### src/icache_pkg.sv
`default_nettype none

package icache_pkg;

    localparam int ADDR_W     = 32;
    localparam int LINE_WORDS = 4;
    localparam int NUM_LINES  = 16;
    localparam int OFFSET_W   = 2;  // Word in line
    localparam int INDEX_W    = 4;
    localparam int TAG_W      = 24;

    typedef struct packed {
        logic [TAG_W-1:0]    tag;
        logic [INDEX_W-1:0]  index;
        logic [OFFSET_W-1:0] offset;
        logic [1:0]          byte_sel;
    } fetch_fields_t;

    // Same fetch address, plain or split into cache fields
    typedef union packed {
        logic [ADDR_W-1:0] raw;
        fetch_fields_t     fields;
    } fetch_addr_u;

    typedef struct packed {
        logic             valid;
        logic [TAG_W-1:0] tag;
    } line_tag_t;

    typedef struct packed {
        logic enable;
        logic flush_req;     // One cycle pulse
        logic clear_counts;  // One cycle pulse
    } icache_ctrl_t;

    typedef struct packed {
        logic hit;
        logic miss;
    } icache_event_t;

    // Register map
    localparam logic [ADDR_W-1:0] CSR_CTRL   = 32'h0;
    localparam logic [ADDR_W-1:0] CSR_HITS   = 32'h4;
    localparam logic [ADDR_W-1:0] CSR_MISSES = 32'h8;
    localparam logic [ADDR_W-1:0] CSR_CLEAR  = 32'hc;

    localparam logic [1:0] RESP_OKAY   = 2'b00;
    localparam logic [1:0] RESP_SLVERR = 2'b10;

endpackage

`default_nettype wire

### src/icache_core.sv
`timescale 1ns/1ps
`default_nettype none

module icache_core
    import icache_pkg::*;
(
    input  logic          clk,
    input  logic          rst,
    input  logic          cpu_req_valid,
    input  fetch_addr_u   cpu_req_addr,
    output logic          cpu_req_ready,
    output logic          cpu_rsp_valid,
    output logic [31:0]   cpu_rsp_data,
    output logic          mem_req_valid,
    output logic [31:0]   mem_req_addr,
    input  logic          mem_req_ready,
    input  logic          mem_rsp_valid,
    input  logic [31:0]   mem_rsp_data,
    input  icache_ctrl_t  ctrl,
    output icache_event_t events
);

    typedef enum logic [1:0] {ST_LOOKUP, ST_REFILL, ST_BYPASS, ST_FLUSH} state_t;

    state_t              state;
    line_tag_t           tag_mem [NUM_LINES];
    logic [31:0]         data_mem [NUM_LINES][LINE_WORDS];

    fetch_addr_u         req_addr;
    logic                req_pend;    // Accepted, not yet answered
    logic                flush_pend;
    logic                mem_wait;    // Memory request outstanding
    logic [OFFSET_W-1:0] beat;
    logic                rsp_valid_q;
    logic [31:0]         rsp_data_q;
    logic [1:0]          inflight;

    line_tag_t           cur_tag;
    logic                tag_match;
    logic                lookup_hit;
    logic                lookup_miss;
    logic                to_bypass;
    logic                flush_wait;
    logic                flush_go;
    logic                clear_valid;
    logic                accept;
    logic                last_beat;

    assign cur_tag   = tag_mem[req_addr.fields.index];
    assign tag_match = cur_tag.valid && (cur_tag.tag == req_addr.fields.tag);

    // Lookup runs the cycle after accept
    assign lookup_hit  = (state == ST_LOOKUP) && req_pend && ctrl.enable && tag_match;
    assign lookup_miss = (state == ST_LOOKUP) && req_pend && ctrl.enable && !tag_match;
    assign to_bypass   = (state == ST_LOOKUP) && req_pend && !ctrl.enable;

    assign flush_wait  = flush_pend || ctrl.flush_req;
    assign flush_go    = (state == ST_LOOKUP) && flush_wait && (!req_pend || lookup_hit);
    assign clear_valid = flush_go || (state == ST_FLUSH);

    assign cpu_req_ready = (state == ST_LOOKUP) && !flush_wait && (!req_pend || lookup_hit);
    assign accept        = cpu_req_valid && cpu_req_ready;
    assign last_beat     = (state == ST_REFILL) && mem_rsp_valid &&
                           (beat == OFFSET_W'(LINE_WORDS - 1));

    assign cpu_rsp_valid = lookup_hit || rsp_valid_q;
    assign cpu_rsp_data  = lookup_hit ?
                           data_mem[req_addr.fields.index][req_addr.fields.offset] : rsp_data_q;

    assign events.hit  = lookup_hit;
    assign events.miss = lookup_miss;

    always_ff @(posedge clk)
    begin
        if (rst)
        begin
            state         <= ST_LOOKUP;
            req_pend      <= 1'b0;
            flush_pend    <= 1'b0;
            mem_req_valid <= 1'b0;
            mem_wait      <= 1'b0;
            beat          <= '0;
            rsp_valid_q   <= 1'b0;
        end
        else
        begin
            rsp_valid_q <= 1'b0;
            flush_pend  <= flush_wait && !clear_valid;  // Held over a refill
            if (mem_req_valid && mem_req_ready)
            begin
                mem_req_valid <= 1'b0;
                mem_wait      <= 1'b1;
            end
            if (mem_rsp_valid)
                mem_wait <= 1'b0;

            case (state)
                ST_LOOKUP:
                begin
                    if (lookup_miss)
                    begin
                        state         <= ST_REFILL;
                        beat          <= '0;
                        mem_req_valid <= 1'b1;
                    end
                    else if (to_bypass)
                    begin
                        state         <= ST_BYPASS;
                        mem_req_valid <= 1'b1;
                    end
                    else
                        req_pend <= accept;
                end
                ST_REFILL:
                begin
                    if (last_beat)
                    begin
                        rsp_valid_q <= 1'b1;
                        req_pend    <= 1'b0;
                        state       <= flush_wait ? ST_FLUSH : ST_LOOKUP;
                    end
                    else if (mem_rsp_valid)
                    begin
                        beat          <= beat + 1'b1;
                        mem_req_valid <= 1'b1;  // Next word of the line
                    end
                end
                ST_BYPASS:
                begin
                    if (mem_rsp_valid)
                    begin
                        rsp_valid_q <= 1'b1;
                        req_pend    <= 1'b0;
                        state       <= flush_wait ? ST_FLUSH : ST_LOOKUP;
                    end
                end
                default:
                    state <= ST_LOOKUP;
            endcase
        end
    end

    always_ff @(posedge clk)
    begin
        if (accept)
            req_addr <= cpu_req_addr;
        if (lookup_miss)
            mem_req_addr <= {req_addr.fields.tag, req_addr.fields.index, {OFFSET_W{1'b0}}, 2'b00};
        else if (to_bypass)
            mem_req_addr <= {req_addr.raw[ADDR_W-1:2], 2'b00};
        else if ((state == ST_REFILL) && mem_rsp_valid && !last_beat)
            mem_req_addr <= mem_req_addr + ADDR_W'(4);
    end

    always_ff @(posedge clk)
    begin
        if ((state == ST_REFILL) && mem_rsp_valid)
            data_mem[req_addr.fields.index][beat] <= mem_rsp_data;
        // Requested word may land on any beat
        if (mem_rsp_valid && ((state == ST_BYPASS) ||
            ((state == ST_REFILL) && (beat == req_addr.fields.offset))))
            rsp_data_q <= mem_rsp_data;
    end

    always_ff @(posedge clk)
    begin
        if (rst || clear_valid)
        begin
            for (int i = 0; i < NUM_LINES; i++)
                tag_mem[i].valid <= 1'b0;
        end
        else if (last_beat)
        begin
            tag_mem[req_addr.fields.index].valid <= 1'b1;
            tag_mem[req_addr.fields.index].tag   <= req_addr.fields.tag;
        end
    end

    // Fetches accepted but not answered
    always_ff @(posedge clk)
    begin
        if (rst)
            inflight <= '0;
        else
            inflight <= inflight + 2'(accept) - 2'(cpu_rsp_valid);
    end

    a_mem_req_stable: assert property (@(posedge clk) disable iff (rst)
        mem_req_valid && !mem_req_ready |=> mem_req_valid && $stable(mem_req_addr));

    a_rsp_after_req: assert property (@(posedge clk) disable iff (rst)
        cpu_rsp_valid |-> inflight != 2'd0);

    a_mem_rsp_expected: assert property (@(posedge clk) disable iff (rst)
        mem_rsp_valid |-> mem_wait);

endmodule

`default_nettype wire

### src/icache_csr.sv
`timescale 1ns/1ps
`default_nettype none

module icache_csr
    import icache_pkg::*;
(
    input  logic              clk,
    input  logic              rst,
    input  logic              awvalid,
    output logic              awready,
    input  logic [ADDR_W-1:0] awaddr,
    input  logic              wvalid,
    output logic              wready,
    input  logic [31:0]       wdata,
    input  logic [3:0]        wstrb,
    output logic              bvalid,
    input  logic              bready,
    output logic [1:0]        bresp,
    input  logic              arvalid,
    output logic              arready,
    input  logic [ADDR_W-1:0] araddr,
    output logic              rvalid,
    input  logic              rready,
    output logic [31:0]       rdata,
    output logic [1:0]        rresp,
    output icache_ctrl_t      ctrl,
    input  icache_event_t     events
);

    logic              aw_held;
    logic              w_held;
    logic [ADDR_W-1:0] aw_addr_q;
    logic [31:0]       w_data_q;
    logic [3:0]        w_strb_q;
    logic              aw_take;
    logic              w_take;
    logic              ar_take;
    logic              wr_fire;
    logic [ADDR_W-1:0] wr_addr;
    logic [31:0]       wr_data;
    logic [3:0]        wr_strb;
    logic [31:0]       rd_word;
    logic [31:0]       hits;
    logic [31:0]       misses;

    function automatic logic is_mapped(input logic [ADDR_W-1:0] addr);
        return (addr == CSR_CTRL) || (addr == CSR_HITS) ||
               (addr == CSR_MISSES) || (addr == CSR_CLEAR);
    endfunction

    assign awready = !aw_held && !bvalid;
    assign wready  = !w_held && !bvalid;
    assign arready = !rvalid;

    assign aw_take = awvalid && awready;
    assign w_take  = wvalid && wready;
    assign ar_take = arvalid && arready;

    // Either half may already be parked
    assign wr_addr = aw_held ? aw_addr_q : awaddr;
    assign wr_data = w_held ? w_data_q : wdata;
    assign wr_strb = w_held ? w_strb_q : wstrb;
    assign wr_fire = (aw_held || aw_take) && (w_held || w_take);

    always_comb
    begin
        case (araddr)
            CSR_CTRL:   rd_word = {31'b0, ctrl.enable};  // Flush bit reads 0
            CSR_HITS:   rd_word = hits;
            CSR_MISSES: rd_word = misses;
            default:    rd_word = '0;
        endcase
    end

    always_ff @(posedge clk)
    begin
        if (rst)
        begin
            aw_held           <= 1'b0;
            w_held            <= 1'b0;
            bvalid            <= 1'b0;
            bresp             <= RESP_OKAY;
            ctrl.enable       <= 1'b1;
            ctrl.flush_req    <= 1'b0;
            ctrl.clear_counts <= 1'b0;
        end
        else
        begin
            ctrl.flush_req    <= 1'b0;
            ctrl.clear_counts <= 1'b0;
            if (bvalid && bready)
                bvalid <= 1'b0;
            if (wr_fire)
            begin
                aw_held <= 1'b0;
                w_held  <= 1'b0;
                bvalid  <= 1'b1;
                bresp   <= is_mapped(wr_addr) ? RESP_OKAY : RESP_SLVERR;
                if ((wr_addr == CSR_CTRL) && wr_strb[0])
                begin
                    ctrl.enable    <= wr_data[0];
                    ctrl.flush_req <= wr_data[1];
                end
                if (wr_addr == CSR_CLEAR)
                    ctrl.clear_counts <= 1'b1;  // Any data
            end
            else
            begin
                if (aw_take)
                    aw_held <= 1'b1;
                if (w_take)
                    w_held <= 1'b1;
            end
        end
    end

    always_ff @(posedge clk)
    begin
        if (aw_take)
            aw_addr_q <= awaddr;
        if (w_take)
        begin
            w_data_q <= wdata;
            w_strb_q <= wstrb;
        end
        if (ar_take)
        begin
            rdata <= rd_word;
            rresp <= is_mapped(araddr) ? RESP_OKAY : RESP_SLVERR;
        end
    end

    always_ff @(posedge clk)
    begin
        if (rst)
            rvalid <= 1'b0;
        else if (ar_take)
            rvalid <= 1'b1;
        else if (rready)
            rvalid <= 1'b0;
    end

    // Saturating event counters
    always_ff @(posedge clk)
    begin
        if (rst || ctrl.clear_counts)
        begin
            hits   <= '0;
            misses <= '0;
        end
        else
        begin
            if (events.hit && (hits != '1))
                hits <= hits + 1'b1;
            if (events.miss && (misses != '1))
                misses <= misses + 1'b1;
        end
    end

    a_b_hold: assert property (@(posedge clk) disable iff (rst)
        bvalid && !bready |=> bvalid && $stable(bresp));

    a_r_hold: assert property (@(posedge clk) disable iff (rst)
        rvalid && !rready |=> rvalid && $stable(rdata) && $stable(rresp));

endmodule

`default_nettype wire

### src/icache_top.sv
`timescale 1ns/1ps
`default_nettype none

module icache_top
    import icache_pkg::*;
(
    input  logic              clk,
    input  logic              rst,
    input  logic              cpu_req_valid,
    input  fetch_addr_u       cpu_req_addr,
    output logic              cpu_req_ready,
    output logic              cpu_rsp_valid,
    output logic [31:0]       cpu_rsp_data,
    output logic              mem_req_valid,
    output logic [31:0]       mem_req_addr,
    input  logic              mem_req_ready,
    input  logic              mem_rsp_valid,
    input  logic [31:0]       mem_rsp_data,
    input  logic              awvalid,
    output logic              awready,
    input  logic [ADDR_W-1:0] awaddr,
    input  logic              wvalid,
    output logic              wready,
    input  logic [31:0]       wdata,
    input  logic [3:0]        wstrb,
    output logic              bvalid,
    input  logic              bready,
    output logic [1:0]        bresp,
    input  logic              arvalid,
    output logic              arready,
    input  logic [ADDR_W-1:0] araddr,
    output logic              rvalid,
    input  logic              rready,
    output logic [31:0]       rdata,
    output logic [1:0]        rresp
);

    icache_ctrl_t  ctrl;    // CSR to core
    icache_event_t events;  // Core to CSR

    icache_core core_i (
        .clk           (clk),
        .rst           (rst),
        .cpu_req_valid (cpu_req_valid),
        .cpu_req_addr  (cpu_req_addr),
        .cpu_req_ready (cpu_req_ready),
        .cpu_rsp_valid (cpu_rsp_valid),
        .cpu_rsp_data  (cpu_rsp_data),
        .mem_req_valid (mem_req_valid),
        .mem_req_addr  (mem_req_addr),
        .mem_req_ready (mem_req_ready),
        .mem_rsp_valid (mem_rsp_valid),
        .mem_rsp_data  (mem_rsp_data),
        .ctrl          (ctrl),
        .events        (events)
    );

    icache_csr csr_i (
        .clk     (clk),
        .rst     (rst),
        .awvalid (awvalid),
        .awready (awready),
        .awaddr  (awaddr),
        .wvalid  (wvalid),
        .wready  (wready),
        .wdata   (wdata),
        .wstrb   (wstrb),
        .bvalid  (bvalid),
        .bready  (bready),
        .bresp   (bresp),
        .arvalid (arvalid),
        .arready (arready),
        .araddr  (araddr),
        .rvalid  (rvalid),
        .rready  (rready),
        .rdata   (rdata),
        .rresp   (rresp),
        .ctrl    (ctrl),
        .events  (events)
    );

endmodule

`default_nettype wire

### config.mk
export PLATFORM = sky130hd
export DESIGN_NAME = icache_top
export DESIGN_NICKNAME = d
export VERILOG_FILES = /design/src/icache_pkg.sv /design/src/icache_core.sv /design/src/icache_csr.sv /design/src/icache_top.sv
export SDC_FILE = /design/constraint.sdc
export NUM_CORES = 2
export LEC_CHECK = 0
export BUFFER_PORTS_ARGS = -buffer_cell sky130_fd_sc_hd__buf_2
export CORE_MARGIN = 3
export CORE_UTILIZATION = 57
export CTS_BUF_LIST = sky130_fd_sc_hd__clkbuf_2
export DETAILED_ROUTE_END_ITERATION = 6
export HOLD_SLACK_MARGIN = 0.08
export PLACE_DENSITY = 0.74
export RECOVER_POWER = 25
export SYNTH_ARGS = -nofsm -noshare
export SYNTH_HDL_FRONTEND = slang
export SYNTH_HIERARCHICAL = 1
export SYNTH_SLANG_ARGS = --single-unit
### constraint.sdc
create_clock -name clk -period 15.1 [get_ports clk]
set_input_delay 3.02 -clock clk [delete_from_list [all_inputs] [get_ports clk]]
set_output_delay 3.02 -clock clk [all_outputs]
set_load 0.01 [all_outputs]
==> impl_summary.md <==
Outcome
The flow ran to the end, but the final reports show violations. The checks that failed: capacitance limit, slew limit.

Detailed routing
The routed wirelength normalized by instance count is 30.4 um. The total number of vias is 53500. The number of iterations in the first detailed-routing pass is 6. Summed over all layers, the routed wires come to 253000 um.

In this run the remaining antenna-violating nets after routing total 0. The number of vias per cell after detailed routing is 6.42. The iteration-0 DRC count of the detailed router is 7261. For this run, design rule violations remaining after detail routing come to 0.

Placed design
Summed over all nets, the half-perimeter wirelength after detailed placement is 132000 um. Before CTS, the worst setup slack after placement is 6.13 ns. The final RePlAce weighted congestion is 0.818.

During placement, the flow inserted port buffers numbering 242.

CTS
The post-CTS resize count is 0. The number of setup buffers added after CTS is 0. The count of hold-fix buffers inserted at cts is 0. The root buffer cell chosen for the clock tree is sky130_fd_sc_hd__clkbuf_2. The number of buffers between clock root and the deepest sink is 4.

TritonCTS built the clock tree. After clock tree synthesis, the clock-pin slew on the worst setup and hold paths is 0.10 ns. The clock buffer count from CTS is 646. At the later pin of the worst-skew pair, clock insertion delay measures 1.97 ns. The number of levels the H-tree was split into is 6.

The count of clock tree sinks is 2692.

GRT
The global-route usage over all layers is 27.3%. The via count of the first global-routing pass came to 54000. The total overflow reported by the global router is 0.

The first-pass GRT wire length is 366000 um. The largest net degree at the start of global routing is 118. The number of antenna violations at the first check in global routing is 23.

Synthesis
The area share of fa/ha/maj cells after synthesis is 0.132%. For this run, the number of Yosys warnings is 6. The area fraction in compound gates after synthesis is 1.55%. In the synthesized netlist, the number of instances is 4697. The xor and xnor fraction of the mapped netlist area is 0.612%. Summing the sequential cell areas from Yosys gives 76.4% of the chip area. The commonest register cell after synthesis is sky130_fd_sc_hd__edfxtp_1. The area share of the largest cell type after synthesis is 74.5%.

The share of flip-flops with an asynchronous set or reset is 0%. In this run, synthesis inferred 2590 flip-flops with an integrated enable. After Yosys synthesis, and, or, nand and nor cells account for 2.53% of the synthesized area. The number of distinct standard cells referenced by the synthesized netlist is 75. In the synthesized netlist, the cells that appear most often are sky130_fd_sc_hd__edfxtp_1, sky130_fd_sc_hd__mux4_2, sky130_fd_sc_hd__nor2_1. After synthesis, the cell types taking the most area are sky130_fd_sc_hd__edfxtp_1, sky130_fd_sc_hd__mux4_2, sky130_fd_sc_hd__dfxtp_1, sky130_fd_sc_hd__mux2i_1, sky130_fd_sc_hd__nor2_1.

Measured against the total synthesized area, the mux share comes to 17.6%. The most frequent cell after synthesis is sky130_fd_sc_hd__edfxtp_1. The combined area of all synthesized cells is 104000 um2. The biggest area contributor in the post-synthesis netlist is sky130_fd_sc_hd__edfxtp_1. The mean area per synthesized cell is 22.2 um2.

The number of synthesized register bits is 2692. The main combinational cell family by area after synthesis is multiplexers.

Pwr
The overall power consumption is 16.9 mW. The worst supply voltage drop on vdd is 0.139 mV. The leakage power is 37.0 nW.

Power spread over the standard cell area amounts to 147 nW/um2.

Setup path
The critical path runs through a total of 12 cells. The number of cells on the worst reg-to-reg path is 16. The endpoint identified for the worst register-to-register timing path is csr_i/hits[31].

Counting both buffers and inverters, the worst setup path holds a total of 4. The critical path's largest stage delay is 0.94 ns. Data on the critical path is required at its endpoint by 12.08 ns.

The sort of element at the start of the critical path is a register. Across all register-to-register paths, the minimum setup slack is 8.00 ns. The kind of cell adding the most delay to the critical path is buffers and inverters. The largest individual stage delay along the critical path comes from the cell sky130_fd_sc_hd__dfxtp_4. The critical path goes through buf_4, buf_4, mux4_2, a21oi_1, a21oi_1, mux2_2, inv_1, o2111ai_1, or4b_4, or2_4, mux2_4, buf_2. STA classifies the critical path endpoint as an output port. The classification of the worst setup path is reg -> out. Of all nets on the critical path, the largest fanout is 56. The arrival time of the worst setup path is 7.76 ns.

Worst hold path
The worst hold path endpoint is core_i/tag_mem[4][24]. The worst hold path was traced through 2 stages. The path class of the lowest-slack min-delay path is reg -> reg. The critical hold path startpoint is core_i/tag_mem[4][24].

Floorplan
In this run the standard cell core region covers 182000 um2. After floorplanning, the core was divided into 156 placement rows. Once the floorplan was initialized, standard cells occupied 57.5% of the core. The width of the die is 434 um. The I/O pin count is 282. The die area is 188000 um2. The die outline height is 434 um.

Timing
Setup repair after global routing left no endpoint under its margin. The final period demand of the worst path is 10.78 ns. The final hold violation count is 0. In the finished design, the share of the clock period the worst path needs comes to 71.4%. The final worst slack is 4.32 ns.

The worst clock skew is 0.155 ns. The max-slew violation total from the final report came to 1684. The number of setup violations in the final report is 0.

Measured against its own limit, the worst slew margin works out to -95.5%. Timing would allow up to 92.8 MHz. Summed over all failing endpoints, the final setup total negative slack is 0 ns. Across all hold checks on the routed design, the worst slack comes to 0.480 ns.

The measured slew at the worst slew-check pin is 2.93 ns.

Finish
The final-stage net count is 5656. Cells with a size suffix above 1 make up 37.2% of the layout. The filler cells instantiated in the layout total 12300. The layout-stage area growth over the synthesis result is 9.80%.

Run
The number of max-cap violations is 26.
flip-flops by register name (all words and copies together) (netlist names), 2 cells and up, named ones only:
signal               count
core_i/beat              2
core_i/data_mem       2048
core_i/mem_req_addr     30
core_i/req_addr         30
core_i/rsp_data_q       32
core_i/state             2
core_i/tag_mem         400
csr_i/aw_addr_q         32
csr_i/ctrl               3
csr_i/hits              32
csr_i/misses            32
csr_i/rdata             32
csr_i/w_data_q           2
metrics by stage:
| stage | util, % | cells | instance area, um2 |
|---|---|---|---|
| after floorplan | - | 4699 | 104000 |
| after detailed placement | 60.1 | 7193 | 109000 |
| after CTS | 63.2 | 8308 | 115000 |
| after global placement | 60.1 | 7193 | 109000 |
| after global routing | 63.2 | 8325 | 115000 |
| final | 63.2 | 8330 | 115000 |
placed cells by master (no fill, tap or decap), drive strengths merged, types with 6 or more instances in the layout:
cell and instances:
xor2 28, mux2i 75, a31oi 6, dfxtp 102, a21oi 55, nand4 29, nand2 98, nor2b 16
edfxtp 2590, o21ai 73, clkbuf 1012, o31ai 13, or4 11, mux2 53, a22oi 12, mux4 750
buf 300, diode 22, or2 7, nand3 47, o211ai 7, o22ai 8, nor3 33, nand2b 7
and4 14, or3 36, and3 12, clkinv 142, xnor2 45, a22o 37, inv 45, bufinv 8
nor4 27, ha 11, nor2 164, and2 10, a211oi 6
layer usage:
metal  vias up  GRT usage [%]  routed length [um]
li1      21900              -                   -
met1     27800           38.4               94000
met2      3341           42.5              123000
met3       444           6.94               29200
met4         6           9.42                7430
met5         -              0                  36
worst min-delay path: stages (launching register included):
cell and delay (ns):
sky130_fd_sc_hd__dfxtp_1 0.34, sky130_fd_sc_hd__nor2_1 0.05, sky130_fd_sc_hd__nor2_1 0.07
power breakdown:
group / switching (mW) / leakage [nW] / internal (mW) / total, mW
clock network: 2.80 / 4.37 / 1.80 / 4.60
logic: 1.91 / 8.42 / 1.74 / 3.65
registers: 0.223 / 24.2 / 8.39 / 8.61
total: 4.92 / 37.0 / 11.9 / 16.9
kinds of logic (layout without fill, tap and decap cells):
group	Yosys count	in the layout
flip-flops	2692	2692
multiplexers	878	878
AND/OR/NAND/NOR	524	524
buffers and inverters	271	1510
AO/OA/AOI/OAI	246	246
XOR/XNOR	73	73
adder cells (fa/ha/maj)	11	11
other	2	26
worst max-delay path by stage:
stage	from	end	slack (ns)
after detailed placement	register	cpu_rsp_data[12]	6.13
after floorplan	register	cpu_rsp_data[1]	8.50
after global placement	register	cpu_rsp_data[7]	6.12
after CTS	register	cpu_rsp_data[12]	3.98
after global routing	register	cpu_rsp_data[11]	3.61
final	register	cpu_rsp_data[30]	4.32
layout make-up:
type	count	area [um2]	area share, %
timing repair buffer	364	2080	1.82
inverter	31	116	0.101
multi-input combinational	1736	24000	20.9
antenna	22	55.1	0.0480
clock buffer	948	4740	4.14
clock inverter	167	877	0.765
sequential	2692	79800	69.6
tap	2370	2970	2.59
No activity file was read; power rests on OpenSTA's default activity.
